### src/rtl/mips_regfile.sv
`timescale 1ns/1ps

module mips_regfile (
    input  logic        clk,
    input  logic        rst_n,
    input  logic [4:0]  ra1,
    input  logic [4:0]  ra2,
    output logic [31:0] rd1,
    output logic [31:0] rd2,
    input  logic [4:0]  wa,
    input  logic [31:0] wd,
    input  logic        we
);

    logic [31:0] regs [32];
    logic        wr_ok;

    assign wr_ok = we && (wa != 5'd0);  // r0 never written

    always_ff @(posedge clk or negedge rst_n) begin
        if (!rst_n) begin
            for (int i = 0; i < 32; i++) begin
                regs[i] <= '0;
            end
        end else if (wr_ok) begin
            regs[wa] <= wd;
        end
    end

    // Write before read
    assign rd1 = (wr_ok && wa == ra1) ? wd : regs[ra1];
    assign rd2 = (wr_ok && wa == ra2) ? wd : regs[ra2];

endmodule

### config.mk
export PLATFORM = sky130hd
export DESIGN_NAME = mips_regfile
export DESIGN_NICKNAME = d
export VERILOG_FILES = /design/src/rtl/mips_regfile.sv
export SDC_FILE = /design/constraint.sdc
export NUM_CORES = 2
export LEC_CHECK = 0
export ABC_AREA = 1
export BUFFER_PORTS_ARGS = -buffer_cell sky130_fd_sc_hd__buf_2
export CORE_AREA = 2 2 321 402
export CTS_CLUSTER_DIAMETER = 80
export DETAILED_ROUTE_END_ITERATION = 16
export DIE_AREA = 0 0 323 404
export GPL_ROUTABILITY_DRIVEN = 0
export HOLD_SLACK_MARGIN = 0.15
export SLEW_MARGIN = 5
export SYNTH_ARGS = -nofsm -noshare
export SYNTH_HDL_FRONTEND = slang
export SYNTH_SLANG_ARGS = --single-unit
### constraint.sdc
create_clock -name clk -period 2.1 [get_ports clk]
set_input_delay 0.315 -clock clk [delete_from_list [all_inputs] [get_ports clk]]
set_output_delay 0.315 -clock clk [all_outputs]
set_load 0.05 [all_outputs]
==> implementation parameters <==
Parameter                              Value

Route
  Final routed wire length divided by cell count ... 23.5 um
  Wirelength, routed ... 242 mm
  ANT nets after route ... 0
  Initial DRC count ... 8,448
  Routed via count ... 61,200
  Post-DR vias/cell ... 5.93
  DRC viols ... 0
  Drt pass-1 iters ... 10

Logic synthesis
  Total of flip-flops plus latches after synthesis ... roughly 1,000
  Total standard cell area after synthesis ... 56,700 sq um
  Number of synthesis warnings ... 0
  Mean cell area of the mapped netlist ... 6.80 sq um
  Synth Instances ... 8,336
  Syn nets ... roughly 8,400
  Sequential element share of the synthesized area ... 0.452
  Yosys cell types ... 22

STA
  Final worst path period share ... 1.13
  Minimum setup slack in the final design ... -0.267 ns
  Transition time at the pin with the least slew margin ... 0.897 ns
  Hold Violations, Final ... 0
  Tightest slew margin relative to the limit ... 0.400
  Clk_skew ... 0 ns
  Summed negative setup slack over all endpoints ... -12.61 ns
  Max Freq ... between 400 and 500 MHz
  RSZ-0062 raised after global routing ... true
  Total of endpoints with negative setup slack in the final report ... 64
  Number of max-slew violations in the final report ... 0
  Shortest clock period the worst path allows after layout ... 2.37 ns

Finish
  Register name with the most flops ... regs
  Register area ... approximately 26,000 sq um
  Finished Cell Area ... 72,500 sq um
  Fillers ... roughly 12,000
  Utilization after layout ... 0.574
  Share of layout cells above drive strength 1 ... 0.179
  Layout Area Growth over Synthesis ... 28.0%
  Final nets ... 8,567
  Max FFs per register ... 1,024
  Number of antenna cells inserted ... 0
  Registers with the highest flip-flop counts ... regs x1024
  Multi-input combinational cell area ... 30,500 sq um

Flow run
  Maximum capacitance violations ... 0

Global routing
  Wire length of the first global-routing pass ... between 300 and 400 mm
  Gr usage total ... 0.364
  Antenna violations before repair ... 0
  Global-route congestion overflow total ... 0
  Pin count of the biggest net entering global routing ... 85
  Vias in the first global route ... 57,000

Pwr
  P_leak ... 0.0344 uW
  Pwr Total ... 63,600 uW
  Worst voltage drop across the vdd grid ... ~700 uV
  Cell Pwr Density ... 877 nW/um^2

Critical path
  Kind of critical path ... flop to output pin
  Crit path capture type ... output pin
  Data arrival at the endpoint of the critical path ... 2.05 ns
  Cell count of the worst reg-to-reg path ... 4
  Critical Path RT ... ~1.8 ns
  Critical Path Start Type ... flop
  Largest driver fanout on the critical path ... 3

Clocking
  Clock slew at the register clock pins of the worst setup and hold paths ... 0.06 ns
  Worst skew pair latency ... 0.74 ns
  CTS tree ... built
  Clock Sink Count ... 1,024
  Clock tree root buffer cell ... clkbuf_16
  CTS Buf Count ... 112
  Clk buf depth ... 3
  Maximum level of the CTS H-tree ... 3

Worst hold path
  Hold path depth ... 4
  Worst min-delay path class ... primary input to flop

Floorplanning
  Die height ... slightly above 400 um
  Total I/O pin count ... 114
  Core region area ... approximately 130,000 sq um
  Starting density of the core ... 0.448
  Full die area ... between 100,000 and 150,000 sq um
  FP Rows ... 146
  Horizontal die dimension ... about 320 um

Place
  Buffers added on ports ... 113
  Total placed instance area ... around 64,000 sq um
  Detailed-placement wirelength estimate ... between 100 and 150 mm

Outcome
  Failing checks ... setup timing
  Run status ... finished with violations
==> per-stage QoR <==
step,worst slack (ns),instances,hold slack [ns]
final,-0.267,10300,0.178
after global routing,-0.348,10300,0.211
after CTS,-0.270,10200,0.150
after detailed placement,-0.421,9937,0.261
after global placement,-0.426,9937,0.264
after floorplan,0.0330,8336,0.0194
==> final cells by class <==
class | instances | area share
Tap cell | 1702 | 0.0294
Clock inverter | 54 | 0.0104
Multi-Input combinational cell | 6461 | 0.420
Sequential cell | 1024 | 0.353
Inverter | 87 | 0.00537
Clock buffer | 159 | 0.0458
Timing Repair Buffer | 831 | 0.136
==> synth_stat cells (all sizes together) <==
library cell,count,area share
nor3,11,0.0013
xor2,3,0.00046
nand2,3550,0.24
nand3,1735,0.15
nor4,1,0.00038
clkbuf,660,0.044
nand4,3,0.00033
o21ai,837,0.074
inv,86,0.0057
o211ai,2,0.00026
buf,104,0.0081
dfrtp,1024,0.45
a21oi,157,0.014
nor2,162,0.011
clkinv,1,0.000066
==> layer usage <==
layer / track usage / part of all wire / wire length, um
met5: 0 / 0 / 0
met2: 0.557 / 0.44 / 106000
met1: 0.491 / 0.39 / 95400
met3: 0.0686 / 0.11 / 26200
met4: 0.189 / 0.058 / 14000
==> report_power, final <==
group          internal (uW)  switching, uW  total [uW]
Sequential             23500           3100       26600
Clock                  13000           8920       21900
Combinational           6320           8810       15100
Total                  42800          20800       63600
==> placed cells by master (no fill, tap or decap), drive strengths merged <==
| cell | n |
|---|---|
| nor2 | 162 |
| nor4 | 1 |
| clkinv | 32 |
| nor3 | 11 |
| a21oi | 157 |
| o211ai | 2 |
| xor2 | 3 |
| dlygate4sd3 | 26 |
| nand2 | 3550 |
| inv | 89 |
| buf | 803 |
| clkbuf | 161 |
| nand3 | 1735 |
| clkinvlp | 4 |
| dfrtp | 1024 |
| nand4 | 3 |
| o21ai | 837 |
| bufinv | 16 |
==> what timing repair did <==
action / 4_1_cts / 5_1_grt
setup buffers: 28 / 115
hold buffers: 26 / 0
cloned: 0 / 2
hold endpoints to repair: 1419 / 0
gates resized for setup: 351 / 339
pin swaps: 229 / 432
setup endpoints to repair: 64 / 64
==> cells by family (layout without fill, tap and decap cells) <==
logic type                Yosys count  in the layout  share of synthesized area
AOI/OAI and AO/OA                 996            996                     0.0881
xor gates and xnor gates            3              3                   0.000464
buffers and inverters             851           1131                     0.0576
DFF                              1024           1024                      0.452
and+or+nand+nor                  5462           5462                      0.402
==> worst max-delay path, stage by stage, from the launching register on <==
cell and delay (ns):
dfrtp_1 0.41, nand2_1 0.08, nand3_1 0.06, nand3_1 0.07, nand2_1 0.09, nand2_1 0.07
nand3_1 0.10, nand3_2 0.16, nand2_2 0.11, buf_8 0.14
==> path summary, 6_finish.rpt <==
path | start | end | slack (ns)
min reg2reg | regs[1022] | regs[1022] | 0.38
min | wd[29] | regs[541] | 0.18
max | regs[103] | rd2[7] | -0.27
max in group asynchronous | rst_n | regs[339] | 0.46
max reg2reg | regs[659] | regs[659] | 1.21
min in group asynchronous | rst_n | regs[195] | 0.36
No activity file was read; power rests on OpenSTA's default activity.
