==> config.mk <==
export PLATFORM = sky130hd
export DESIGN_NAME = mips_decoder
export DESIGN_NICKNAME = d
export VERILOG_FILES = /design/src/rtl/mips_isa_pkg.sv /design/src/rtl/mips_decoder.sv
export SDC_FILE = /design/constraint.sdc
export NUM_CORES = 1
export LEC_CHECK = 0
export CAP_MARGIN = 0
export CORE_AREA = 2 2 39 41
export DETAILED_ROUTE_END_ITERATION = 8
export DIE_AREA = 0 0 41 43
export DONT_BUFFER_PORTS = 1
export PLACE_DENSITY_LB_ADDON = 0.2
export SYNTH_ARGS = -nofsm -noshare
export SYNTH_HDL_FRONTEND = slang
export SYNTH_SLANG_ARGS = --single-unit
==> constraint.sdc <==
create_clock -name vclk -period 2.5
set_input_delay 0.25 -clock vclk [all_inputs]
set_output_delay 0.25 -clock vclk [all_outputs]
set_load 0.1 [all_outputs]
==> src/rtl/mips_isa_pkg.sv <==
package mips_isa_pkg;

    ////////////////////////////////////////
    // Opcodes and funct codes
    ////////////////////////////////////////
    localparam logic [5:0] op_special = 6'h00;
    localparam logic [5:0] op_beq     = 6'h04;
    localparam logic [5:0] op_j       = 6'h02;
    localparam logic [5:0] op_jal     = 6'h03;
    localparam logic [5:0] op_ori     = 6'h0d;
    localparam logic [5:0] op_lui     = 6'h0f;
    localparam logic [5:0] op_lw      = 6'h23;
    localparam logic [5:0] op_sw      = 6'h2b;

    localparam logic [5:0] fn_jr      = 6'h08;
    localparam logic [5:0] fn_addu    = 6'h21;
    localparam logic [5:0] fn_subu    = 6'h23;

    ////////////////////////////////////////
    // Instruction word views
    ////////////////////////////////////////
    typedef struct packed {
        logic [5:0]  op;
        logic [4:0]  rs;
        logic [4:0]  rt;
        logic [4:0]  rd;
        logic [4:0]  shamt;
        logic [5:0]  funct;
    } instr_r_t;

    typedef struct packed {
        logic [5:0]  op;
        logic [4:0]  rs;
        logic [4:0]  rt;
        logic [15:0] imm;
    } instr_i_t;

    typedef struct packed {
        logic [5:0]  op;
        logic [25:0] target;
    } instr_j_t;

    // Same 32 bits, three formats
    typedef union packed {
        instr_r_t r;
        instr_i_t i;
        instr_j_t j;
    } instr_u;

    ////////////////////////////////////////
    // Decoded control
    ////////////////////////////////////////
    typedef enum logic [1:0] {ext_zero, ext_sign, ext_upper} ext_e;
    typedef enum logic [1:0] {alu_add, alu_sub, alu_or, alu_pass_b} alu_op_e;
    typedef enum logic [1:0] {wd_alu, wd_mem, wd_pc8} wd_sel_e;

    typedef struct packed {
        logic [4:0] rs;
        logic [4:0] rt;
        logic [4:0] dest;        // 0 when nothing is written
        logic       reg_we;
        wd_sel_e    wd_sel;
        alu_op_e    alu_op;
        logic       alu_src_imm;
        ext_e       ext;
        logic       mem_we;
        logic       is_branch;
        logic       is_jump;     // j and jal
        logic       is_jr;
        logic       use_rs_d;    // Needed by compare or jr
        logic       use_rt_d;
        logic       use_rs_e;    // Needed by the ALU
        logic       use_rt_e;
    } ctrl_t;

endpackage

==> src/rtl/mips_decoder.sv <==
`timescale 1ns/1ps

module mips_decoder (
    input  mips_isa_pkg::instr_u instr,
    output mips_isa_pkg::ctrl_t  ctrl
);
    import mips_isa_pkg::*;

    always_comb begin
        ctrl    = '0;                  // Anything unknown stays a nop
        ctrl.rs = instr.r.rs;
        ctrl.rt = instr.r.rt;

        unique case (instr.r.op)
            op_special: begin
                unique case (instr.r.funct)
                    fn_addu: begin
                        ctrl.dest     = instr.r.rd;
                        ctrl.reg_we   = 1'b1;
                        ctrl.alu_op   = alu_add;
                        ctrl.use_rs_e = 1'b1;
                        ctrl.use_rt_e = 1'b1;
                    end
                    fn_subu: begin
                        ctrl.dest     = instr.r.rd;
                        ctrl.reg_we   = 1'b1;
                        ctrl.alu_op   = alu_sub;
                        ctrl.use_rs_e = 1'b1;
                        ctrl.use_rt_e = 1'b1;
                    end
                    fn_jr: begin
                        ctrl.is_jr    = 1'b1;
                        ctrl.use_rs_d = 1'b1;  // Target resolved in decode
                    end
                    default: ;                 // sll 0 and the rest
                endcase
            end
            op_ori: begin
                ctrl.dest        = instr.i.rt;
                ctrl.reg_we      = 1'b1;
                ctrl.alu_op      = alu_or;
                ctrl.alu_src_imm = 1'b1;
                ctrl.ext         = ext_zero;
                ctrl.use_rs_e    = 1'b1;
            end
            op_lui: begin
                ctrl.dest        = instr.i.rt;
                ctrl.reg_we      = 1'b1;
                ctrl.alu_op      = alu_pass_b;
                ctrl.alu_src_imm = 1'b1;
                ctrl.ext         = ext_upper;
            end
            op_lw: begin
                ctrl.dest        = instr.i.rt;
                ctrl.reg_we      = 1'b1;
                ctrl.wd_sel      = wd_mem;
                ctrl.alu_op      = alu_add;
                ctrl.alu_src_imm = 1'b1;
                ctrl.ext         = ext_sign;
                ctrl.use_rs_e    = 1'b1;
            end
            op_sw: begin
                // Store data is only needed in M
                ctrl.mem_we      = 1'b1;
                ctrl.alu_op      = alu_add;
                ctrl.alu_src_imm = 1'b1;
                ctrl.ext         = ext_sign;
                ctrl.use_rs_e    = 1'b1;
            end
            op_beq: begin
                ctrl.is_branch = 1'b1;
                ctrl.ext       = ext_sign;
                ctrl.use_rs_d  = 1'b1;
                ctrl.use_rt_d  = 1'b1;
            end
            op_j: ctrl.is_jump = 1'b1;
            op_jal: begin
                ctrl.is_jump = 1'b1;
                ctrl.dest    = 5'd31;          // Link register
                ctrl.reg_we  = 1'b1;
                ctrl.wd_sel  = wd_pc8;
            end
            default: ;
        endcase
    end

endmodule

==> out/qor.csv <==
stage,metric,value,unit
status,outcome,completed,
yosys,syn-num-nets,82,
layout,area_delta_synth_final,46.1,%
layout,layout_commonest_cell,buf_4,
sta,slew_viol_final,0,
drt,vias,392,
layout,clkbuf_count,0,
grt,grt_pass1_vias,416,
grt,grtUsageTotal,13.1,%
yosys,yosysTopAreaCellShare,20.7,%
cts,cts_resized,0,
power_and_ir_drop,p_switching,53.5,uW
drt,avgViaCountPerCell,5.68,
critical_path,max_stage_delay,0.35,ns
drt,wl,1140,um
critical_path,end_kind,output port,
grt,grt_start_max_net_pins,12,
sta,setup_viol,0,
floorplanning,ios,63,
min_path,hold_class,in -> out,
power_and_ir_drop,p_int,24.3,uW
yosys,synth_top_family_by_area,simple AND/OR/NAND/NOR gates,
floorplanning,die_y,43,um
placement,io_buffers,0,
layout,final_cell_mix,"buf_4, buf_12, a221o_1",
critical_path,required,2.25,ns
critical_path,critPathKind,in -> out,
layout,seq_cell_count,0,
yosys,synthXorXnorAreaFrac,0,%
run,drv_cap,0,
grt,top_usage_layer,met2,
layout,fin_nets,87,
layout,drive_above_1_share,56.6,%
yosys,synthMuxAreaShare,0,%
power_and_ir_drop,clockPowerShare,0,%
floorplanning,die_w,41,um
power_and_ir_drop,combPwrFrac,100.0,%
yosys,yosys.area.top_type,buf_4,
yosys,syn_area,399,um^2
cts,cts_setup_buffers,0,
placement,hpwl,971,um
min_path,holdPathEnd,ctrl[22],
power_and_ir_drop,p_per_area,133,nW/um^2
sta,finalCritPeriodShare,68.0,%
placement,place.gp.congestion,0.725,
yosys,synthAdderAreaFrac,0,%
floorplanning,rows,14,
drt,drc,0,
power_and_ir_drop,ir_worst_vdd,55.1,uV
critical_path,start_kind,primary input,
power_and_ir_drop,leakagePower,0.264,nW
yosys,synthSimpleGateAreaFrac,39.8,%
sta,worstMarginPinSlew,0.545,ns
yosys,synth_warnings,0,
yosys,ys_types,29,
yosys,avgSynthCellArea,7.98,um^2
min_path,min_from,instr[17],
min_path,whs_path_depth,0,
critical_path,cp.arrival,1.45,ns
grt,grt-ovfl-total,0,
drt,route.antenna.remaining_nets,0,
floorplanning,dieArea,1760,um^2
drt,first_iter_violations,3,
grt,grtUsageMet2,22.2,%
critical_path,cp.buffers_inverters,1,
sta,rsz0062_at_grt,false,
yosys,syn-instance-count,50,
sta,fin_crit,1.70,ns
critical_path,cp_cell_sequence,nor4_2 > nand2_1 > o41ai_4 > buf_4,
sta,clock.fmax,588,MHz
sta,setup_tns,0,ns
layout,fill_cells,137,
critical_path,cp_slowest_cell,nor4_2,
critical_path,crit_family,simple AND/OR/NAND/NOR gates,
sta,final-hold-violation-count,0,
drt,routedWlPerCell,16.6,um
yosys,ys_seq_area_share,0,%
layout,ff_latch_area,0,um^2
grt,gr-usage-met1,16.8,%
grt,grt_first_pass_wirelength,1750,um
yosys,synthTopCellsByArea,"buf_4, a221o_1, buf_6, nor4_2, o41ai_2",
critical_path,critPathMaxFanout,6,
yosys,synth_compound_area_share,27.3,%
power_and_ir_drop,power,77.8,uW
sta,slew_headroom,63.9,%
grt,antenna_found_initial,0,
power_and_ir_drop,switching_share,68.8,%
grt,use_met3,3.14,%
drt,first_pass_iters,3,
power_and_ir_drop,pwr-share-seq,0,%
floorplanning,core,1380,um^2
layout,diodes,0,
cts,ctsHoldBuffers,0,
floorplanning,start_util,28.8,%
==> area by class of cell <==
| type | count | area (um^2) | area share [%] |
|---|---|---|---|
| inverter | 1 | 3.75 | 0.644 |
| tap | 16 | 20.0 | 3.43 |
| multi-input combinational | 34 | 324 | 55.6 |
| timing repair buffer | 18 | 235 | 40.3 |
==> synthesized netlist by cell type <==
cell / number
nand3b_1: 2
o21ai_0: 1
a21o_1: 1
o41ai_2: 1
and3b_1: 1
nor2b_1: 1
a21boi_1: 1
nor4_2: 2
and3_2: 1
nand3_1: 1
o21bai_1: 1
or3_1: 1
buf_4: 11
nor4_1: 1
a22o_1: 1
o22ai_1: 1
nor3b_1: 1
nand2b_1: 1
buf_6: 4
a221o_1: 5
and4_2: 1
nor2_1: 2
nand4bb_1: 1
and4_4: 1
and2_1: 1
nand2_1: 2
inv_1: 1
nor3_1: 1
and3_1: 1
==> routing by layer <==
metal  vias to the layer above  wire length (um)
met5                         -                 0
met4                         0                 0
met3                         0               159
met2                        33               559
met1                       168               425
li1                        191                 -
==> power by group through the flow <==
stage | logic (mW) | clock network [mW] | registers (mW)
5_1_grt | 0.0804 | 0 | 0
6_report | 0.0778 | 0 | 0
2_1_floorplan | 0.140 | 0 | 0
4_1_cts | 0.0782 | 0 | 0
3_5_place_dp | 0.0779 | 0 | 0
3_3_place_gp | 0.0776 | 0 | 0
==> through the flow <==
| step | instance area [um^2] | instances | setup slack (ns) | hold WS, ns | util (%) |
|---|---|---|---|---|---|
| after floorplan | 427 | 50 | -0.249 | 0.684 | - |
| after global placement | 583 | 69 | 0.825 | 0.501 | 42.1 |
| after detailed placement | 583 | 69 | 0.776 | 0.501 | 42.1 |
| after CTS | 583 | 69 | 0.774 | 0.501 | 42.1 |
| after global routing | 583 | 69 | 0.664 | 0.500 | 42.1 |
| final | 583 | 69 | 0.799 | 0.500 | 42.1 |
==> kinds of logic (layout without fill, tap and decap cells) <==
logic type	Yosys count	in the layout
AO/OA/AOI/OAI	12	12
AND/OR/NAND/NOR	22	22
buffers and inverters	16	19
==> how the worst max path moves through the flow <==
stage,start,to,slack [ns],cells past startpoint
after CTS,instr[31],ctrl[20],0.77,4
after floorplan,instr[27],ctrl[4],-0.25,4
after detailed placement,instr[31],ctrl[20],0.78,4
final,instr[31],ctrl[3],0.80,4
after global placement,instr[31],ctrl[18],0.83,4
after global routing,instr[31],ctrl[18],0.66,4
Power figures use the tool's default switching activity.
