$ cat src/rtl/mips_isa_pkg.sv
package mips_isa_pkg;

    ////////////////////////////////////////
    // Opcodes and funct codes
    ////////////////////////////////////////
    localparam logic [5:0] op_special = 6'h00;
    localparam logic [5:0] op_beq     = 6'h04;
    localparam logic [5:0] op_j       = 6'h02;
    localparam logic [5:0] op_jal     = 6'h03;
    localparam logic [5:0] op_ori     = 6'h0d;
    localparam logic [5:0] op_lui     = 6'h0f;
    localparam logic [5:0] op_lw      = 6'h23;
    localparam logic [5:0] op_sw      = 6'h2b;

    localparam logic [5:0] fn_jr      = 6'h08;
    localparam logic [5:0] fn_addu    = 6'h21;
    localparam logic [5:0] fn_subu    = 6'h23;

    ////////////////////////////////////////
    // Instruction word views
    ////////////////////////////////////////
    typedef struct packed {
        logic [5:0]  op;
        logic [4:0]  rs;
        logic [4:0]  rt;
        logic [4:0]  rd;
        logic [4:0]  shamt;
        logic [5:0]  funct;
    } instr_r_t;

    typedef struct packed {
        logic [5:0]  op;
        logic [4:0]  rs;
        logic [4:0]  rt;
        logic [15:0] imm;
    } instr_i_t;

    typedef struct packed {
        logic [5:0]  op;
        logic [25:0] target;
    } instr_j_t;

    // Same 32 bits, three formats
    typedef union packed {
        instr_r_t r;
        instr_i_t i;
        instr_j_t j;
    } instr_u;

    ////////////////////////////////////////
    // Decoded control
    ////////////////////////////////////////
    typedef enum logic [1:0] {ext_zero, ext_sign, ext_upper} ext_e;
    typedef enum logic [1:0] {alu_add, alu_sub, alu_or, alu_pass_b} alu_op_e;
    typedef enum logic [1:0] {wd_alu, wd_mem, wd_pc8} wd_sel_e;

    typedef struct packed {
        logic [4:0] rs;
        logic [4:0] rt;
        logic [4:0] dest;        // 0 when nothing is written
        logic       reg_we;
        wd_sel_e    wd_sel;
        alu_op_e    alu_op;
        logic       alu_src_imm;
        ext_e       ext;
        logic       mem_we;
        logic       is_branch;
        logic       is_jump;     // j and jal
        logic       is_jr;
        logic       use_rs_d;    // Needed by compare or jr
        logic       use_rt_d;
        logic       use_rs_e;    // Needed by the ALU
        logic       use_rt_e;
    } ctrl_t;

endpackage

$ cat src/rtl/mips_pipe_pkg.sv
package mips_pipe_pkg;

    localparam logic [31:0] reset_pc = 32'h0000_3000;

    ////////////////////////////////////////
    // Pipeline registers
    ////////////////////////////////////////
    typedef struct packed {
        mips_isa_pkg::instr_u instr;
        logic [31:0]          pc;
        logic                 valid;
    } dreg_t;

    typedef struct packed {
        mips_isa_pkg::instr_u instr;
        logic [31:0]          pc;
        logic [31:0]          rs_val;
        logic [31:0]          rt_val;
        logic [31:0]          imm;      // Already extended
        logic                 valid;
    } ereg_t;

    typedef struct packed {
        mips_isa_pkg::instr_u instr;
        logic [31:0]          pc;
        logic [31:0]          alu_res;
        logic [31:0]          rt_val;
        logic                 valid;
    } mreg_t;

    typedef struct packed {
        mips_isa_pkg::instr_u instr;
        logic [31:0]          pc;
        logic [31:0]          alu_res;
        logic [31:0]          mem_data;
        logic                 valid;
    } wreg_t;

    // Operand source
    typedef enum logic [1:0] {fwd_rf, fwd_e, fwd_m, fwd_w} fwd_sel_e;

    ////////////////////////////////////////
    // Trace events
    ////////////////////////////////////////
    typedef struct packed {
        logic        valid;
        logic [31:0] pc;
        logic [4:0]  dest;
        logic [31:0] data;
    } reg_event_t;

    typedef struct packed {
        logic        valid;
        logic [31:0] pc;
        logic [31:0] addr;
        logic [31:0] data;
    } store_event_t;

endpackage

$ cat src/rtl/mips_hazard_unit.sv
`timescale 1ns/1ps

module mips_hazard_unit (
    input  mips_isa_pkg::ctrl_t     d_ctrl,
    input  mips_isa_pkg::ctrl_t     e_ctrl,
    input  mips_isa_pkg::ctrl_t     m_ctrl,
    input  mips_isa_pkg::ctrl_t     w_ctrl,
    output logic                    stall,
    output mips_pipe_pkg::fwd_sel_e fwd_rs_d,
    output mips_pipe_pkg::fwd_sel_e fwd_rt_d,
    output mips_pipe_pkg::fwd_sel_e fwd_rs_e,
    output mips_pipe_pkg::fwd_sel_e fwd_rt_e
);
    import mips_isa_pkg::*;
    import mips_pipe_pkg::*;

    // Stage with control c will write register r
    function automatic logic writes(input ctrl_t c, input logic [4:0] r);
        return c.reg_we && (c.dest != 5'd0) && (c.dest == r);
    endfunction

    // Nearest writer decides; if its value is not ready yet, keep the old one
    function automatic fwd_sel_e pick(input logic [4:0] r, input ctrl_t e,
                                      input ctrl_t m, input ctrl_t w);
        fwd_sel_e sel;
        sel = fwd_rf;
        if (writes(e, r)) begin
            if (e.wd_sel == wd_pc8) sel = fwd_e;   // Only pc+8 is known in E
        end else if (writes(m, r)) begin
            if (m.wd_sel != wd_mem) sel = fwd_m;
        end else if (writes(w, r)) begin
            sel = fwd_w;
        end
        return sel;
    endfunction

    // Not ready for a decode-time use
    function automatic logic late_d(input logic [4:0] r, input ctrl_t e, input ctrl_t m);
        return (writes(e, r) && e.wd_sel != wd_pc8) ||
               (writes(m, r) && m.wd_sel == wd_mem);
    endfunction

    // Not ready for an execute-time use, i.e. a load still in E
    function automatic logic late_e(input logic [4:0] r, input ctrl_t e);
        return writes(e, r) && (e.wd_sel == wd_mem);
    endfunction

    assign fwd_rs_d = pick(d_ctrl.rs, e_ctrl, m_ctrl, w_ctrl);
    assign fwd_rt_d = pick(d_ctrl.rt, e_ctrl, m_ctrl, w_ctrl);
    assign fwd_rs_e = pick(e_ctrl.rs, '0, m_ctrl, w_ctrl);  // Nothing ahead of E here
    assign fwd_rt_e = pick(e_ctrl.rt, '0, m_ctrl, w_ctrl);

    assign stall = (d_ctrl.use_rs_d && late_d(d_ctrl.rs, e_ctrl, m_ctrl)) ||
                   (d_ctrl.use_rt_d && late_d(d_ctrl.rt, e_ctrl, m_ctrl)) ||
                   (d_ctrl.use_rs_e && late_e(d_ctrl.rs, e_ctrl)) ||
                   (d_ctrl.use_rt_e && late_e(d_ctrl.rt, e_ctrl));

endmodule

$ cat config.mk
export PLATFORM = sky130hd
export DESIGN_NAME = mips_hazard_unit
export DESIGN_NICKNAME = d
export VERILOG_FILES = /design/src/rtl/mips_isa_pkg.sv /design/src/rtl/mips_pipe_pkg.sv /design/src/rtl/mips_hazard_unit.sv
export SDC_FILE = /design/constraint.sdc
export NUM_CORES = 1
export LEC_CHECK = 0
export ABC_AREA = 1
export BUFFER_PORTS_ARGS = -buffer_cell sky130_fd_sc_hd__buf_2
export CAP_MARGIN = 20
export CORE_ASPECT_RATIO = 0.8
export CORE_MARGIN = 3
export CORE_UTILIZATION = 34
export DETAILED_ROUTE_END_ITERATION = 8
export PLACE_DENSITY_LB_ADDON = 0.3
export SLEW_MARGIN = 20
export SYNTH_ARGS = -nofsm -noshare
export SYNTH_HDL_FRONTEND = slang
export SYNTH_SLANG_ARGS = --single-unit
$ cat constraint.sdc
create_clock -name vclk -period 1
set_clock_uncertainty 0.1 [all_clocks]
set_input_delay 0.05 -clock vclk [all_inputs]
set_output_delay 0.05 -clock vclk [all_outputs]
set_load 0.05 [all_outputs]
==> summary.txt <==
Placed design
  – GP Congestion: 0.806
  – Port Buffers: 55
  – Worst slack at placement: -0.423 ns
  – Placed Instances: 258
  – DP HPWL: 2470 um

Route
  – DR vias/cell: 4.50
  – Wirelength per Cell: 11.2 um
  – Drt total wl: 2900 um
  – DRT antenna net count: 0
  – DRC: 0
  – Pre-Repair DR Iteration Count: 4
  – First DRT Iteration DRCs: 42
  – Via count: 1160

Critical path
  – Worst Setup Start Kind: input pin
  – Worst-path cell chain: buf_12 > buf_6 > xnor2_2 > nand3_1 > nor2_1 > nand2_1 > nand3_2 > clkinvlp_4 > buf_8
  – CP max FO: 5
  – Critical path's largest stage delay: 0.15 ns
  – Worst path slowest cell: buf_8
  – Req. time, crit path: 0.85 ns
  – Crit. End Element: output port
  – Worst EP arrival: 1.06 ns
  – Critical path type: in2out

Logic synthesis
  – Yosys Warn Count: 0
  – Synth top area share: 20.6%
  – Seq/Total Area, Yosys: 0%
  – Synth top area cells: xnor2_1 (21%), xor2_1 (17%), nand2_1 (15%)
  – Post-Synthesis Cell Area: 1020 um2
  – Syn Inst Count: 163
  – Cell taking the most area after synthesis: xnor2_1
  – Synth unique cells: 24
  – Post-Syn Area per Cell: 6.26 um2
  – Syn Nets: 287

Cells and area
  – Fillers: 228
  – Number of sequential cells: 0
  – Layout Cells excl Fill: 258
  – Area added between synthesis and finish: 94.6%
  – Sequential cell area: 0 um2
  – # clk buffers: 0
  – # diodes: 0
  – Layout Nets: 346
  – Layout cells sized above 1: 66.4%
  – Final core utilization: 70.8%

Timing
  – Setup ws final: -0.207 ns
  – Hold Vio Cnt, Final: 0
  – RSZ-0062 raised after global routing: true
  – Final Max Slew Viols: 0
  – Final period util: 121%
  – Tmin final: 1.21 ns
  – Slew @ Worst Pin: 0.276 ns
  – Setup TNS: -1.54 ns
  – Final setup fails: 9
  – Slew headroom: 81.5%
  – Max Fclk: 0.829 GHz

Clock network
  – Post-CTS setup buffer count: 0

Global routing
  – Global-route wire length before repair: 4410 um
  – Initial antenna violation count: 0
  – GR Layer Usage met3: 1.41%
  – Grt met2 use: 26.9%
  – Largest net degree at the start of global routing: 7
  – Vias in the first global route: 1009
  – Grt ovf: 0
  – GR peak layer: met2
  – Grt met1 use: 21.6%
  – GRT Util Overall: 15.3%

Floorplan
  – Core Region: 2810 um2
  – Die Wd: 67.3 um
  – Initial Util: 36.4%
  – Row cnt: 17
  – Area of the die: 3700 um2
  – Die Height: 55.0 um
  – IO Pins: 133

Pwr
  – Static Leak: 0.000925 uW
  – Power Dens Cells: 416 nW/um2
  – Maximum vdd ir drop: 0.247 mV
  – Total power: 826 uW

Run status
  – Status: complete, but fails checks
  – Failing checks: negative setup slack

Flow run
  – Max Cap Viol: 0

Min path
  – Min-Delay Path Class: in2out
## synth_stat cells, types with 2 or more instances
master,count
inv_2,2
nand3_1,7
buf_2,3
nor3_1,2
nand2_2,2
xnor2_1,24
buf_6,6
nor2_1,16
and3_1,2
nand4_1,6
o21ai_1,3
nand2_1,40
xor2_1,20
nand3_2,3
inv_1,12
nor2_2,5
nor2b_1,2
nor3_2,2
## logic make-up after synthesis
| family | synth area share, % |
|---|---|
| simple gates | 43.1 |
| xor+xnor | 40.9 |
| buf+inv | 14.0 |
| compound gates | 1.96 |
## metal layers
| layer | routed length, um | share of wire (%) | vias up |
|---|---|---|---|
| met2 | 1420 | 49 | 28 |
| met5 | 0 | 0 | - |
| met3 | 164 | 5.7 | 0 |
| met4 | 0 | 0 | 0 |
| li1 | - | - | 619 |
| met1 | 1310 | 45 | 513 |
## through the flow
stage | hold slack (ns) | area, um2
floorplan | 0.204 | 1200
global placement | 0.432 | 1500
detailed placement | 0.433 | 1500
CTS | 0.336 | 1840
global route | 0.362 | 1990
finish | 0.333 | 1990
## cell type report
cell class / count / area, um2 / area share (%)
inverter: 14 / 56.3 / 2.83
multi-input combinational: 139 / 1250 / 62.9
tap: 38 / 47.5 / 2.39
timing repair buffer: 67 / 633 / 31.9
## placed cells by master (no fill, tap or decap), types with 7 or more instances in the layout
cell,Yosys,final
buf_4,1,9
nand2_2,2,13
nand3_2,3,8
inv_2,2,8
buf_8,0,9
nor2_1,16,8
xor2_1,20,19
xnor2_2,1,14
nor2_4,0,7
buf_2,3,25
nand2_1,40,26
buf_6,6,20
xnor2_1,24,8
## worst paths after layout
check                  start     endpoint  depth (start not counted)
hold / removal     d_ctrl[2]        stall                          4
setup / recovery  m_ctrl[16]  fwd_rs_e[0]                          9
## worst max-delay path, delay by kind of cell
family | cells | cell delay (ns)
AND/OR/NAND/NOR | 4 | 0.42
buffers and inverters | 4 | 0.48
XOR/XNOR | 1 | 0.10
## what timing repair did
| item | in CTS | in global routing |
|---|---|---|
| hold buffers | 0 | 0 |
| setup endpoints to repair | 9 | 9 |
| gates resized for setup | 98 | 33 |
| pin swaps | 46 | 20 |
## power breakdown
part	total, uW	internal, uW	switching [uW]
clock network	0	0	0
registers	0	0	0
logic	826	426	400
Power figures use the tool's default switching activity.
